**config.mk**
```make
export PLATFORM = sky130hd
export DESIGN_NAME = sm83_core
export DESIGN_NICKNAME = d
export VERILOG_FILES = /design/src/logic/sm83_pkg.sv /design/src/logic/fetch_sequencer.sv /design/src/logic/step_decoder.sv /design/src/logic/register_file.sv /design/src/logic/alu.sv /design/src/logic/bus_unit.sv /design/src/logic/sm83_core.sv
export SDC_FILE = /design/constraint.sdc
export NUM_CORES = 1
export LEC_CHECK = 0
export ABC_AREA = 1
export BUFFER_PORTS_ARGS = -buffer_cell sky130_fd_sc_hd__buf_2
export CORE_ASPECT_RATIO = 0.6
export CORE_MARGIN = 10
export CORE_UTILIZATION = 40
export CTS_CLUSTER_DIAMETER = 40
export DETAILED_ROUTE_END_ITERATION = 10
export PLACE_DENSITY = 0.67
export SLEW_MARGIN = 10
export SYNTH_ARGS = -nofsm -noshare
export SYNTH_HDL_FRONTEND = slang
export SYNTH_HIERARCHICAL = 1
export SYNTH_SLANG_ARGS = --single-unit
export TNS_END_PERCENT = 30
```
**constraint.sdc**
```tcl
create_clock -name clk -period 4.9 [get_ports clk]
set_input_delay 0.98 -clock clk [delete_from_list [all_inputs] [get_ports clk]]
set_output_delay 0.98 -clock clk [all_outputs]
set_load 0.02 [all_outputs]
```
**src/logic/sm83_pkg.sv**
```systemverilog
`default_nettype none

package sm83_pkg;

    localparam int STEP_W = 3;

    // One opcode byte, seen as r8 fields or as an r16 pair field
    typedef union packed {
        struct packed {
            logic [1:0] blk;
            logic [2:0] dst;
            logic [2:0] src;
        } r;
        struct packed {
            logic [1:0] blk;
            logic [1:0] pair;
            logic       q;
            logic [2:0] low;
        } p;
    } opcode_u;

    // Register file slots, NONE and MEM are bus markers only
    typedef enum logic [3:0] {
        NONE = 4'd0,
        B    = 4'd1,
        C    = 4'd2,
        D    = 4'd3,
        E    = 4'd4,
        H    = 4'd5,
        L    = 4'd6,
        A    = 4'd7,
        Z    = 4'd8,
        W    = 4'd9,
        PCH  = 4'd10,
        PCL  = 4'd11,
        MEM  = 4'd15
    } reg8_t;

    typedef enum logic [2:0] {
        WZ,
        BC,
        DE,
        HL,
        PC
    } pair_t;

    typedef enum logic [1:0] {
        NO_MASK,
        OR_FF00,
        ZERO
    } ab_mask_t;

    // Order follows the opcode's ALU field
    typedef enum logic [2:0] {
        ALU_ADD,
        ALU_ADC,
        ALU_SUB,
        ALU_SBC,
        ALU_AND,
        ALU_XOR,
        ALU_OR,
        ALU_CP
    } alu_op_t;

    typedef enum logic {
        R_WB_DB,
        R_WB_ALU
    } r_wb_t;

    typedef enum logic [1:0] {
        RR_WB_NONE,
        RR_WB_INC,
        RR_WB_WZ
    } rr_wb_t;

    typedef enum logic {
        ACC_A,
        ACC_DB
    } acc_t;

    typedef struct packed {
        logic z;
        logic n;
        logic h;
        logic c;
    } flags_t;

endpackage

`default_nettype wire

```
**src/logic/fetch_sequencer.sv**
```systemverilog
`timescale 1ns/1ns
`default_nettype none

module fetch_sequencer (
    input  wire logic                        clk,
    input  wire logic                        rst,
    input  wire logic                        ce,
    input  wire logic                        done,
    input  wire logic [7:0]                  mem_in,
    output sm83_pkg::opcode_u                ir,
    output logic      [sm83_pkg::STEP_W-1:0] step
);

    // The last step of every instruction reads the next opcode at PC
    always_ff @(posedge clk or negedge rst) begin
        if (!rst) begin
            ir   <= sm83_pkg::opcode_u'(8'h00);  // NOP
            step <= '0;
        end else if (ce) begin
            if (done) begin
                ir   <= sm83_pkg::opcode_u'(mem_in);
                step <= '0;
            end else begin
                step <= step + 1'b1;
            end
        end
    end

    // Longest kept instruction is JP nn, four steps
    a_step_range: assert property (@(posedge clk) disable iff (!rst)
        ce |-> step <= sm83_pkg::STEP_W'(3))
        else $error("step counter ran past the last step of JP nn");

endmodule

`default_nettype wire

```
**src/logic/step_decoder.sv**
```systemverilog
`timescale 1ns/1ns
`default_nettype none

module step_decoder (
    input  wire sm83_pkg::opcode_u                ir,
    input  wire logic [sm83_pkg::STEP_W-1:0]      step,
    output logic                                  done,
    output sm83_pkg::reg8_t                       src8,
    output sm83_pkg::reg8_t                       dst8,
    output sm83_pkg::pair_t                       addr_src,
    output sm83_pkg::ab_mask_t                    ab_mask,
    output sm83_pkg::r_wb_t                       r_wb,
    output sm83_pkg::rr_wb_t                      rr_wb,
    output sm83_pkg::pair_t                       rr_dst,
    output sm83_pkg::alu_op_t                     alu_op,
    output sm83_pkg::acc_t                        acc_sel,
    output logic                                  wr_pc,
    output logic                                  wr_flags
);

    function automatic sm83_pkg::reg8_t r8_of(input logic [2:0] f);
        case (f)
            3'd0:    return sm83_pkg::B;
            3'd1:    return sm83_pkg::C;
            3'd2:    return sm83_pkg::D;
            3'd3:    return sm83_pkg::E;
            3'd4:    return sm83_pkg::H;
            3'd5:    return sm83_pkg::L;
            3'd6:    return sm83_pkg::MEM;  // (HL)
            default: return sm83_pkg::A;
        endcase
    endfunction

    logic [1:0]        blk;
    logic              dst_hl;
    logic              src_hl;
    sm83_pkg::reg8_t   r_dst;
    sm83_pkg::reg8_t   r_src;
    sm83_pkg::pair_t   r_pair;
    sm83_pkg::alu_op_t alu_fn;
    logic              is_ld_rr_nn;
    logic              is_ld_r_n;
    logic              is_incdec;
    logic              is_ld_r_r;
    logic              is_ld_hl_r;
    logic              is_ld_r_hl;
    logic              is_alu_r;
    logic              is_alu_hl;
    logic              is_alu_n;
    logic              is_jp;
    logic              is_ldh_w;
    logic              is_ldh_r;
    logic              two_step;  // Operand goes through Z first
    logic              from_hl;

    assign blk    = ir.r.blk;
    assign dst_hl = ir.r.dst == 3'd6;
    assign src_hl = ir.r.src == 3'd6;
    assign r_dst  = r8_of(ir.r.dst);
    assign r_src  = r8_of(ir.r.src);
    assign alu_fn = sm83_pkg::alu_op_t'(ir.r.dst);
    assign r_pair = (ir.p.pair == 2'd0) ? sm83_pkg::BC :
                    (ir.p.pair == 2'd1) ? sm83_pkg::DE : sm83_pkg::HL;

    // Pair 3 is SP, which this core does not have
    assign is_ld_rr_nn = blk == 2'd0 && !ir.p.q && ir.p.low == 3'd1 && ir.p.pair != 2'd3;
    assign is_ld_r_n   = blk == 2'd0 && src_hl && !dst_hl;
    assign is_incdec   = blk == 2'd0 && ir.r.src[2:1] == 2'b10 && !dst_hl;
    assign is_ld_r_r   = blk == 2'd1 && !dst_hl && !src_hl;
    assign is_ld_hl_r  = blk == 2'd1 && dst_hl && !src_hl;
    assign is_ld_r_hl  = blk == 2'd1 && src_hl && !dst_hl;
    assign is_alu_r    = blk == 2'd2 && !src_hl;
    assign is_alu_hl   = blk == 2'd2 && src_hl;
    assign is_alu_n    = blk == 2'd3 && src_hl;
    assign is_jp       = ir == 8'hc3;
    assign is_ldh_w    = ir == 8'he0;
    assign is_ldh_r    = ir == 8'hf0;

    assign two_step = is_ld_r_n || is_ld_r_hl || is_alu_hl || is_alu_n;
    assign from_hl  = is_ld_r_hl || is_alu_hl;

    always_comb begin
        done     = 1'b0;
        src8     = sm83_pkg::NONE;
        dst8     = sm83_pkg::NONE;
        addr_src = sm83_pkg::PC;
        ab_mask  = sm83_pkg::NO_MASK;
        r_wb     = sm83_pkg::R_WB_DB;
        rr_wb    = sm83_pkg::RR_WB_NONE;
        rr_dst   = sm83_pkg::WZ;
        alu_op   = alu_fn;
        acc_sel  = sm83_pkg::ACC_A;
        wr_pc    = 1'b0;
        wr_flags = 1'b0;

        if (two_step && step == '0) begin
            addr_src = from_hl ? sm83_pkg::HL : sm83_pkg::PC;
            wr_pc    = !from_hl;  // Immediate byte advances PC
            src8     = sm83_pkg::MEM;
            dst8     = sm83_pkg::Z;
        end else if (is_ld_r_r || is_ld_r_n || is_ld_r_hl) begin
            src8 = two_step ? sm83_pkg::Z : r_src;
            dst8 = r_dst;
            done = 1'b1;
        end else if (is_alu_r || is_alu_hl || is_alu_n) begin
            src8     = two_step ? sm83_pkg::Z : r_src;
            dst8     = (alu_fn == sm83_pkg::ALU_CP) ? sm83_pkg::NONE : sm83_pkg::A;
            r_wb     = sm83_pkg::R_WB_ALU;
            wr_flags = 1'b1;
            done     = 1'b1;
        end else if (is_incdec) begin
            src8     = r_dst;
            dst8     = r_dst;
            acc_sel  = sm83_pkg::ACC_DB;
            alu_op   = ir.r.src[0] ? sm83_pkg::ALU_SUB : sm83_pkg::ALU_ADD;
            r_wb     = sm83_pkg::R_WB_ALU;
            wr_flags = 1'b1;
            done     = 1'b1;
        end else if (is_ld_hl_r) begin
            if (step == '0) begin
                addr_src = sm83_pkg::HL;
                src8     = r_src;
                dst8     = sm83_pkg::MEM;
            end else begin
                done = 1'b1;
            end
        end else if (is_ld_rr_nn || is_jp || is_ldh_w || is_ldh_r) begin
            case (step)
                3'd0: begin  // Z from the byte after the opcode
                    wr_pc = 1'b1;
                    src8  = sm83_pkg::MEM;
                    dst8  = sm83_pkg::Z;
                end
                3'd1: begin
                    if (is_ldh_w || is_ldh_r) begin
                        addr_src = sm83_pkg::WZ;
                        ab_mask  = sm83_pkg::OR_FF00;  // High page FF00 + n
                        src8     = is_ldh_w ? sm83_pkg::A : sm83_pkg::MEM;
                        dst8     = is_ldh_w ? sm83_pkg::MEM : sm83_pkg::A;
                    end else begin
                        wr_pc = 1'b1;
                        src8  = sm83_pkg::MEM;
                        dst8  = sm83_pkg::W;
                    end
                end
                3'd2: begin
                    if (is_jp) begin
                        ab_mask = sm83_pkg::ZERO;  // Bus idle while PC is reloaded
                        rr_wb   = sm83_pkg::RR_WB_WZ;
                        rr_dst  = sm83_pkg::PC;
                    end else begin
                        rr_wb  = is_ld_rr_nn ? sm83_pkg::RR_WB_WZ : sm83_pkg::RR_WB_NONE;
                        rr_dst = r_pair;
                        done   = 1'b1;
                    end
                end
                default: done = 1'b1;
            endcase
        end else begin
            done = 1'b1;  // NOP, HALT and everything dropped
        end

        // Closing step of every instruction fetches the next opcode
        if (done) begin
            addr_src = sm83_pkg::PC;
            ab_mask  = sm83_pkg::NO_MASK;
            wr_pc    = 1'b1;
        end
    end

    always_comb begin
        a_no_zero_store: assert (!(dst8 == sm83_pkg::MEM && ab_mask == sm83_pkg::ZERO))
            else $error("store row selects the zeroed address bus");
    end

endmodule

`default_nettype wire

```
**src/logic/register_file.sv**
```systemverilog
`timescale 1ns/1ns
`default_nettype none

module register_file #(
    parameter logic [15:0] RESET_PC = 16'h0000
) (
    input  wire logic             clk,
    input  wire logic             rst,
    input  wire logic             ce,
    input  wire logic [7:0]       mem_in,
    input  wire sm83_pkg::reg8_t  src8,
    input  wire sm83_pkg::reg8_t  dst8,
    input  wire sm83_pkg::pair_t  addr_src,
    input  wire sm83_pkg::r_wb_t  r_wb,
    input  wire sm83_pkg::rr_wb_t rr_wb,
    input  wire sm83_pkg::pair_t  rr_dst,
    input  wire sm83_pkg::acc_t   acc_sel,
    input  wire logic             wr_pc,
    input  wire logic             wr_flags,
    input  wire logic [7:0]       alu_res,
    input  wire sm83_pkg::flags_t alu_flags,
    input  wire logic [15:0]      inc_val,
    output logic      [7:0]       db,
    output logic      [7:0]       acc,
    output logic      [15:0]      pair_val,
    output sm83_pkg::flags_t      flags
);

    logic [7:0]  rf [sm83_pkg::B:sm83_pkg::PCL];
    logic [7:0]  src_val;
    logic [7:0]  wb_val;
    logic [15:0] rr_val;

    always_comb begin
        case (src8)
            sm83_pkg::MEM:  src_val = mem_in;  // Read data is used in the same cycle
            sm83_pkg::NONE: src_val = 8'h00;
            default:        src_val = rf[src8];
        endcase
    end

    // Inc/dec feed the operand on the accumulator side and one on the bus
    assign acc = (acc_sel == sm83_pkg::ACC_A) ? rf[sm83_pkg::A] : src_val;
    assign db  = (acc_sel == sm83_pkg::ACC_DB) ? 8'h01 : src_val;

    assign wb_val = (r_wb == sm83_pkg::R_WB_ALU) ? alu_res : db;
    assign rr_val = (rr_wb == sm83_pkg::RR_WB_INC) ? inc_val
                                                   : {rf[sm83_pkg::W], rf[sm83_pkg::Z]};

    always_comb begin
        case (addr_src)
            sm83_pkg::WZ: pair_val = {rf[sm83_pkg::W], rf[sm83_pkg::Z]};
            sm83_pkg::BC: pair_val = {rf[sm83_pkg::B], rf[sm83_pkg::C]};
            sm83_pkg::DE: pair_val = {rf[sm83_pkg::D], rf[sm83_pkg::E]};
            sm83_pkg::HL: pair_val = {rf[sm83_pkg::H], rf[sm83_pkg::L]};
            default:      pair_val = {rf[sm83_pkg::PCH], rf[sm83_pkg::PCL]};
        endcase
    end

    always_ff @(posedge clk or negedge rst) begin
        if (!rst) begin
            for (int i = sm83_pkg::B; i <= sm83_pkg::PCL; i++) begin
                rf[i] <= 8'h00;
            end
            rf[sm83_pkg::PCH] <= RESET_PC[15:8];
            rf[sm83_pkg::PCL] <= RESET_PC[7:0];
            flags             <= '0;
        end else if (ce) begin
            if (rr_wb != sm83_pkg::RR_WB_NONE) begin
                case (rr_dst)
                    sm83_pkg::WZ: {rf[sm83_pkg::W], rf[sm83_pkg::Z]} <= rr_val;
                    sm83_pkg::BC: {rf[sm83_pkg::B], rf[sm83_pkg::C]} <= rr_val;
                    sm83_pkg::DE: {rf[sm83_pkg::D], rf[sm83_pkg::E]} <= rr_val;
                    sm83_pkg::HL: {rf[sm83_pkg::H], rf[sm83_pkg::L]} <= rr_val;
                    default:      {rf[sm83_pkg::PCH], rf[sm83_pkg::PCL]} <= rr_val;
                endcase
            end
            if (dst8 != sm83_pkg::NONE && dst8 != sm83_pkg::MEM) begin
                rf[dst8] <= wb_val;
            end
            if (wr_pc) begin
                {rf[sm83_pkg::PCH], rf[sm83_pkg::PCL]} <= inc_val;  // addr + 1
            end
            if (wr_flags) begin
                flags <= alu_flags;
            end
        end
    end

    // The incrementer and a WZ reload never target PC in the same cycle
    a_one_pc_source: assert property (@(posedge clk) disable iff (!rst)
        (ce && wr_pc) |-> !(rr_wb != sm83_pkg::RR_WB_NONE && rr_dst == sm83_pkg::PC))
        else $error("PC loaded from the incrementer and a pair at once");

endmodule

`default_nettype wire

```
**src/logic/alu.sv**
```systemverilog
`timescale 1ns/1ns
`default_nettype none

module alu (
    input  wire sm83_pkg::alu_op_t op,
    input  wire logic [7:0]        acc,
    input  wire logic [7:0]        arg,
    input  wire logic              c_in,
    output logic      [7:0]        res,
    output sm83_pkg::flags_t       f_out
);

    logic       sub;
    logic       cy;
    logic [7:0] arg_x;
    logic       half;
    logic       full;
    logic [7:0] sum;

    assign sub   = op inside {sm83_pkg::ALU_SUB, sm83_pkg::ALU_SBC, sm83_pkg::ALU_CP};
    assign arg_x = sub ? ~arg : arg;  // Subtract as add of the complement

    always_comb begin
        case (op)
            sm83_pkg::ALU_ADC:                  cy = c_in;
            sm83_pkg::ALU_SBC:                  cy = ~c_in;
            sm83_pkg::ALU_SUB, sm83_pkg::ALU_CP: cy = 1'b1;
            default:                            cy = 1'b0;
        endcase
    end

    // Nibbles added apart so the half carry falls out directly
    assign {half, sum[3:0]} = {1'b0, acc[3:0]} + {1'b0, arg_x[3:0]} + {4'b0, cy};
    assign {full, sum[7:4]} = {1'b0, acc[7:4]} + {1'b0, arg_x[7:4]} + {4'b0, half};

    always_comb begin
        case (op)
            sm83_pkg::ALU_AND: res = acc & arg;
            sm83_pkg::ALU_XOR: res = acc ^ arg;
            sm83_pkg::ALU_OR:  res = acc | arg;
            default:           res = sum;  // CP keeps only the flags
        endcase
        f_out.z = res == 8'h00;
        if (op inside {sm83_pkg::ALU_AND, sm83_pkg::ALU_XOR, sm83_pkg::ALU_OR}) begin
            f_out.n = 1'b0;
            f_out.h = 1'b0;
            f_out.c = 1'b0;
        end else begin
            f_out.n = sub;
            f_out.h = half ^ sub;  // Borrow is the inverted carry
            f_out.c = full ^ sub;
        end
    end

endmodule

`default_nettype wire

```
**src/logic/bus_unit.sv**
```systemverilog
`timescale 1ns/1ns
`default_nettype none

module bus_unit (
    input  wire logic               rst,
    input  wire logic [15:0]        pair_val,
    input  wire sm83_pkg::ab_mask_t ab_mask,
    input  wire sm83_pkg::reg8_t    dst8,
    output logic      [15:0]        addr,
    output logic                    write,
    output logic      [15:0]        inc_val
);

    always_comb begin
        if (!rst) begin
            addr = 16'h0000;
        end else begin
            case (ab_mask)
                sm83_pkg::NO_MASK: addr = pair_val;
                sm83_pkg::OR_FF00: addr = pair_val | 16'hff00;
                default:           addr = 16'h0000;
            endcase
        end
    end

    assign write   = rst && dst8 == sm83_pkg::MEM;  // Store whenever the bus target is memory
    assign inc_val = addr + 16'd1;                  // PC advance and pair increment

    always_comb begin
        if (write) begin
            a_store_addr: assert (ab_mask != sm83_pkg::ZERO)
                else $error("write strobe with a zeroed address");
        end
    end

endmodule

`default_nettype wire

```
**src/logic/sm83_core.sv**
```systemverilog
`timescale 1ns/1ns
`default_nettype none

module sm83_core #(
    parameter logic [15:0] RESET_PC = 16'h0000
) (
    input  wire logic        clk,
    input  wire logic        rst,
    input  wire logic        ce,
    input  wire logic [7:0]  d_in_ext,
    output logic      [15:0] addr,
    output logic      [7:0]  d_out,
    output logic             write
);

    sm83_pkg::opcode_u                ir;
    logic [sm83_pkg::STEP_W-1:0]      step;
    logic                             done;
    sm83_pkg::reg8_t                  src8;
    sm83_pkg::reg8_t                  dst8;
    sm83_pkg::pair_t                  addr_src;
    sm83_pkg::pair_t                  rr_dst;
    sm83_pkg::ab_mask_t               ab_mask;
    sm83_pkg::r_wb_t                  r_wb;
    sm83_pkg::rr_wb_t                 rr_wb;
    sm83_pkg::alu_op_t                alu_op;
    sm83_pkg::acc_t                   acc_sel;
    logic                             wr_pc;
    logic                             wr_flags;
    logic [7:0]                       db;
    logic [7:0]                       acc;
    logic [15:0]                      pair_val;
    logic [15:0]                      inc_val;
    logic [7:0]                       alu_res;
    sm83_pkg::flags_t                 alu_flags;
    sm83_pkg::flags_t                 flags;

    assign d_out = db;  // Stores always come from the internal data bus

    fetch_sequencer i_fetch_sequencer (
        .clk    (clk),
        .rst    (rst),
        .ce     (ce),
        .done   (done),
        .mem_in (d_in_ext),
        .ir     (ir),
        .step   (step)
    );

    step_decoder i_step_decoder (
        .ir       (ir),
        .step     (step),
        .done     (done),
        .src8     (src8),
        .dst8     (dst8),
        .addr_src (addr_src),
        .ab_mask  (ab_mask),
        .r_wb     (r_wb),
        .rr_wb    (rr_wb),
        .rr_dst   (rr_dst),
        .alu_op   (alu_op),
        .acc_sel  (acc_sel),
        .wr_pc    (wr_pc),
        .wr_flags (wr_flags)
    );

    register_file #(
        .RESET_PC (RESET_PC)
    ) i_register_file (
        .clk       (clk),
        .rst       (rst),
        .ce        (ce),
        .mem_in    (d_in_ext),
        .src8      (src8),
        .dst8      (dst8),
        .addr_src  (addr_src),
        .r_wb      (r_wb),
        .rr_wb     (rr_wb),
        .rr_dst    (rr_dst),
        .acc_sel   (acc_sel),
        .wr_pc     (wr_pc),
        .wr_flags  (wr_flags),
        .alu_res   (alu_res),
        .alu_flags (alu_flags),
        .inc_val   (inc_val),
        .db        (db),
        .acc       (acc),
        .pair_val  (pair_val),
        .flags     (flags)
    );

    alu i_alu (
        .op    (alu_op),
        .acc   (acc),
        .arg   (db),
        .c_in  (flags.c),
        .res   (alu_res),
        .f_out (alu_flags)
    );

    bus_unit i_bus_unit (
        .rst      (rst),
        .pair_val (pair_val),
        .ab_mask  (ab_mask),
        .dst8     (dst8),
        .addr     (addr),
        .write    (write),
        .inc_val  (inc_val)
    );

endmodule

`default_nettype wire

```
==> results of run 1 <==
-- layer usage --
layer,vias to the layer above,wire [um],track usage (%)
li1,5558,-,-
met1,5696,19500,38.8
met2,829,17100,36.5
met3,80,7240,11.1
met4,0,1030,6.02
met5,-,0,0
-- flip-flops by register name (all words and copies together), names as in the netlist, named ones only --
register,flops
i_fetch_sequencer/step,3
i_register_file/flags,1
i_fetch_sequencer/ir,8
i_register_file/rf,80
-- cell type report --
type,instances,area (um2)
inverter,198,756
timing repair inverter,1,7.51
fill,2553,12400
clock inverter,5,67.6
timing repair buffer,176,1310
sequential,100,2510
multi-input combinational,1245,6590
antenna,1,2.50
tap,322,403
clock buffer,11,253
-- per-stage QoR --
stage | setup WS (ps) | setup TNS (ps)
after floorplan | 170 | 0
after global placement | -140 | -2870
final | -0.997 | -0.997
after CTS | 16.6 | 0
after detailed placement | -200 | -3600
after global routing | -181 | -4710
-- what timing repair did --
action / in CTS / in global routing
pin swaps: 8 / 9
gates resized for setup: 28 / 79
hold buffers: 0 / 0
setup buffers: 4 / 10
endpoints found under the setup margin: 34 / 53
cloned: 3 / 3
-- worst paths after layout --
path,to,slack [ps],cells after the start
max reg2reg,i_register_file/rf[62]$_DFFE_PN0P_,-1,31
max,i_register_file/rf[62]$_DFFE_PN0P_,-1,31
min reg2reg,i_register_file/rf[68]$_DFFE_PN0P_,500,2
max in group asynchronous,i_fetch_sequencer/ir[6]$_DFFE_PN0P_,2710,3
min,i_register_file/rf[18]$_DFFE_PN0P_,440,1
min in group clk,i_register_file/rf[68]$_DFFE_PN0P_,500,2
-- layout by cell type (no fill, tap or decap), drive strengths merged, types with 14 or more instances in the layout --
cell    instances
ha             24
o21ai         201
nand2         474
dfrtp         100
a21oi          93
buf           175
o22ai          14
nor2          166
a221oi         16
a31oi          49
nand4          17
inv           198
nand3         140
==> impl_metrics.py, run 1 <==
metrics = {
    "run_status": {
        "status": "finished, violations left",
        "violations": "setup timing",
    },
    "setup_path": {
        "cp-end-kind": "register",
        "r2r_start": "i_fetch_sequencer/ir[6]$_DFFE_PN0P_",
        "crit_family": "simple AND/OR/NAND/NOR gates",
        "critical_path_class": "reg2reg",
        "crit_path_max_fanout": 7,
        "cp-start-kind": "register",
        "setup.worst_path.start": "i_fetch_sequencer/ir[6]$_DFFE_PN0P_",
        "slowest_delay_ps": 460,
        "cp_data_arrival_time_ps": 5130,
        "crit_buf_inv": 8,
        "crit_slowest_cell": "dfrtp_2",
        "required_ps": 5130,
    },
    "floorplanning": {
        "die-area_mm2": 0.0318,
        "rows": 44,
        "die_w_um": 224,
        "initial_core_util_pct": 40.9,
        "die_h_um": 142,
        "core_mm2": 0.0243,
        "io_pins": 36,
    },
    "timing": {
        "finalHoldViolCount": 0,
        "finalSetupViolations": 1,
        "fin_skew_ps": 10.6,
        "rsz0062_at_grt": "yes",
        "max_freq_mhz": 204,
        "fin_ws_ps": -0.997,
        "drv_slew": 0,
        "slew_headroom_pct": 15.1,
        "holdWs_ps": 439,
        "fin_crit_sh_pct": 100,
        "min_period_ps": 4900,
        "worstMarginPinSlew_ps": 1270,
    },
    "detailed_routing": {
        "vias_per_cell": 5.91,
        "route.detailed.drc": 0,
        "first_pass_iters": 6,
        "routedWlPerCell_um": 21.8,
        "wirelength_um": 44800,
        "drt_iter0_markers": 1891,
        "drtAntennaViolNets": 0,
        "vias": 12163,
    },
    "yosys": {
        "ys_warn_count": 6,
        "syn-num-nets": 1660,
        "avgSynthCellArea_um2": 6.14,
        "syn_inst": 1621,
        "syn_area_mm2": 0.00995,
    },
    "placement": {
        "io_buffer_count": 35,
        "dp.final_hpwl_um": 32500,
        "placed_cells": 2022,
        "place_congestion": 1.04,
        "dpl-instance-area_mm2": 0.0111,
    },
    "final_layout": {
        "layout.nets": 1770,
        "postLayoutCellArea_mm2": 0.0119,
        "utilization_pct": 48.9,
        "area_growth_pct": 19.6,
        "fin_cells": 2059,
        "final_layout_size_suffix_gt1_share_pct": 20.3,
    },
    "clocking": {
        "htreeDepth": 3,
        "clock-sinks": 100,
        "clk_pin_slew_ps": 80,
        "tritoncts": "built",
        "clk_latency_ps": 390,
        "cts_made_buffers": 9,
        "cts.path.max_buffers": 2,
        "cts_root_buf": "clkbuf_16",
    },
    "global_route": {
        "grt_pass1_vias": 10759,
        "grt_pass1_wl_um": 66500,
        "antenna_found_initial": 1,
        "grt_overflow": 0,
        "track_usage_pct": 27.1,
        "grt_max_degree": 92,
    },
    "job": {
        "max_cap_viol_count": 0,
    },
    "hold_path": {
        "hold_class": "in2async",
    },
}
Power of run 1 is not shown: default switching activity piles up to over one toggle a cycle in this logic, so the estimate is an artifact.
==> run 2, diff against run 1 <==
--- a/config.mk
+++ b/config.mk
@@ -18,4 +18,3 @@
 export SYNTH_HDL_FRONTEND = slang
 export SYNTH_HIERARCHICAL = 1
 export SYNTH_SLANG_ARGS = --single-unit
-export TNS_END_PERCENT = 30
==> impl_metrics.py, run 2 (same netlist as run 1, synthesis figures left out) <==
metrics = {
    "run_status": {
        "status": "finished, violations left",
        "violations": "setup timing",
    },
    "final_layout": {
        "fillers": 2554,
        "regArea_mm2": 0.00251,
        "area_growth_pct": 19.6,
        "multi_input_area_mm2": 0.00659,
        "layout.nets": 1770,
        "diodes": 0,
        "top_register": "i_register_file/rf",
        "largest_reg_flops": 80,
        "reg_top3": "i_register_file/rf (80), i_fetch_sequencer/ir (8), i_fetch_sequencer/step (3)",
        "fin_cells": 2058,
        "final_cell_mix": "nand2_1, inv_1, o21ai_0, buf_4, nor2_1",
        "final_layout_size_suffix_gt1_share_pct": 20.3,
        "final_common_cell": "nand2_1",
    },
    "detailed_routing": {
        "route.detailed.drc": 0,
        "vias": 12225,
        "first_pass_iters": 6,
        "drt_iter0_markers": 1839,
        "wirelength_um": 44900,
        "routedWlPerCell_um": 21.8,
        "drtAntennaViolNets": 0,
        "vias_per_cell": 5.94,
    },
    "timing": {
        "finalHoldViolCount": 0,
        "min_period_ps": 4910,
        "fin_crit_sh_pct": 100,
        "worstMarginPinSlew_ps": 1280,
        "rsz0062_at_grt": "yes",
        "fin_ws_ps": -7.57,
        "slew_headroom_pct": 14.1,
        "finalSetupViolations": 1,
        "drv_slew": 0,
        "fin_skew_ps": 11.7,
        "tns_ps": -7.57,
        "max_freq_mhz": 204,
    },
    "setup_path": {
        "cp_data_arrival_time_ps": 5140,
        "crit_slowest_cell": "dfrtp_2",
        "cp-end-kind": "register",
        "crit_path_max_fanout": 7,
        "required_ps": 5130,
        "slowest_delay_ps": 460,
        "critical_path_class": "reg2reg",
        "cp-start-kind": "register",
    },
    "clocking": {
        "cts_made_buffers": 9,
        "cts.path.max_buffers": 2,
        "clock-sinks": 100,
        "cts_root_buf": "clkbuf_16",
        "holdBufCountCts": 0,
        "htreeDepth": 3,
        "clk_latency_ps": 390,
        "clk_pin_slew_ps": 80,
        "tritoncts": "built",
    },
    "floorplanning": {
        "die_h_um": 142,
        "initial_core_util_pct": 40.9,
        "io_pins": 36,
        "core_mm2": 0.0243,
        "die_w_um": 224,
        "rows": 44,
        "die-area_mm2": 0.0318,
    },
    "global_route": {
        "grt_overflow": 0,
        "grt_pass1_wl_um": 66500,
        "antenna_found_initial": 1,
        "track_usage_pct": 27.1,
        "grt_pass1_vias": 10759,
        "grt_max_degree": 92,
    },
    "placement": {
        "io_buffer_count": 35,
        "place_congestion": 1.04,
        "placed_cells": 2022,
        "dp.final_hpwl_um": 32500,
    },
    "job": {
        "max_cap_viol_count": 0,
    },
    "hold_path": {
        "hold_class": "in2async",
    },
}
==> run 2: cell count changes in the layout (fill, tap and decap cells not counted), sizes merged <==
cell,delta
diode,-1
==> run 2: timing repair <==
action,CTS,global route
pin swaps,8,9
resized for setup,28,79
setup endpoints to repair,34,53
cloned,3,3
setup buffers,4,10
hold endpoints to repair,0,0
==> run 2: routing by layer <==
metal	share of wire (%)	vias to the layer above	GRT usage (%)
met5	0.024	-	0
met1	44	5723	38.8
met4	2.2	2	6.02
met3	16	81	11.1
li1	-	5550	-
met2	38	869	36.5
==> run 2: stage by stage <==
step | util [%] | area (um2) | setup WS, ps | hold slack, ps
2_1_floorplan | - | 9950 | 170 | 459
3_3_place_gp | 45.5 | 11100 | -140 | 478
3_5_place_dp | 45.5 | 11100 | -200 | 484
4_1_cts | 47.5 | 11600 | 16.6 | 426
5_1_grt | 48.9 | 11900 | -181 | 425
6_report | 48.9 | 11900 | -7.57 | 439
==> run 2: final cells by class <==
type                       count  share of cell area, %
timing repair inverter         1                 0.0631
tap                          322                   3.39
inverter                     198                   6.35
multi-input combinational   1245                   55.4
sequential                   100                   21.1
clock buffer                  11                   2.12
clock inverter                 5                  0.568
timing repair buffer         176                   11.0
==> run 2: worst max-delay path: cells and delay by family, from the launching register on <==
kind,cells,cell delay [ps]
DFF,1,460
buffers and inverters,8,1060
and+or+nand+nor,14,1520
xor gates and xnor gates,1,190
adders and majority gates,3,930
AOI/OAI and AO/OA,5,580
==> run 2: final timing paths <==
check | from | to | slack [ps] | cells after the start
worst max-delay path | i_fetch_sequencer/ir[6]$_DFFE_PN0P_ | i_register_file/rf[62]$_DFFE_PN0P_ | -8 | 31
worst max register to register | i_fetch_sequencer/ir[6]$_DFFE_PN0P_ | i_register_file/rf[62]$_DFFE_PN0P_ | -8 | 31
worst min register to register | i_register_file/rf[68]$_DFFE_PN0P_ | i_register_file/rf[68]$_DFFE_PN0P_ | 510 | 2
max in group asynchronous | rst | i_fetch_sequencer/ir[6]$_DFFE_PN0P_ | 2700 | 3
min in group clk | i_register_file/rf[68]$_DFFE_PN0P_ | i_register_file/rf[68]$_DFFE_PN0P_ | 510 | 2
worst min-delay path | rst | i_register_file/rf[18]$_DFFE_PN0P_ | 440 | 1
Power of run 2 is left out for the same reason.
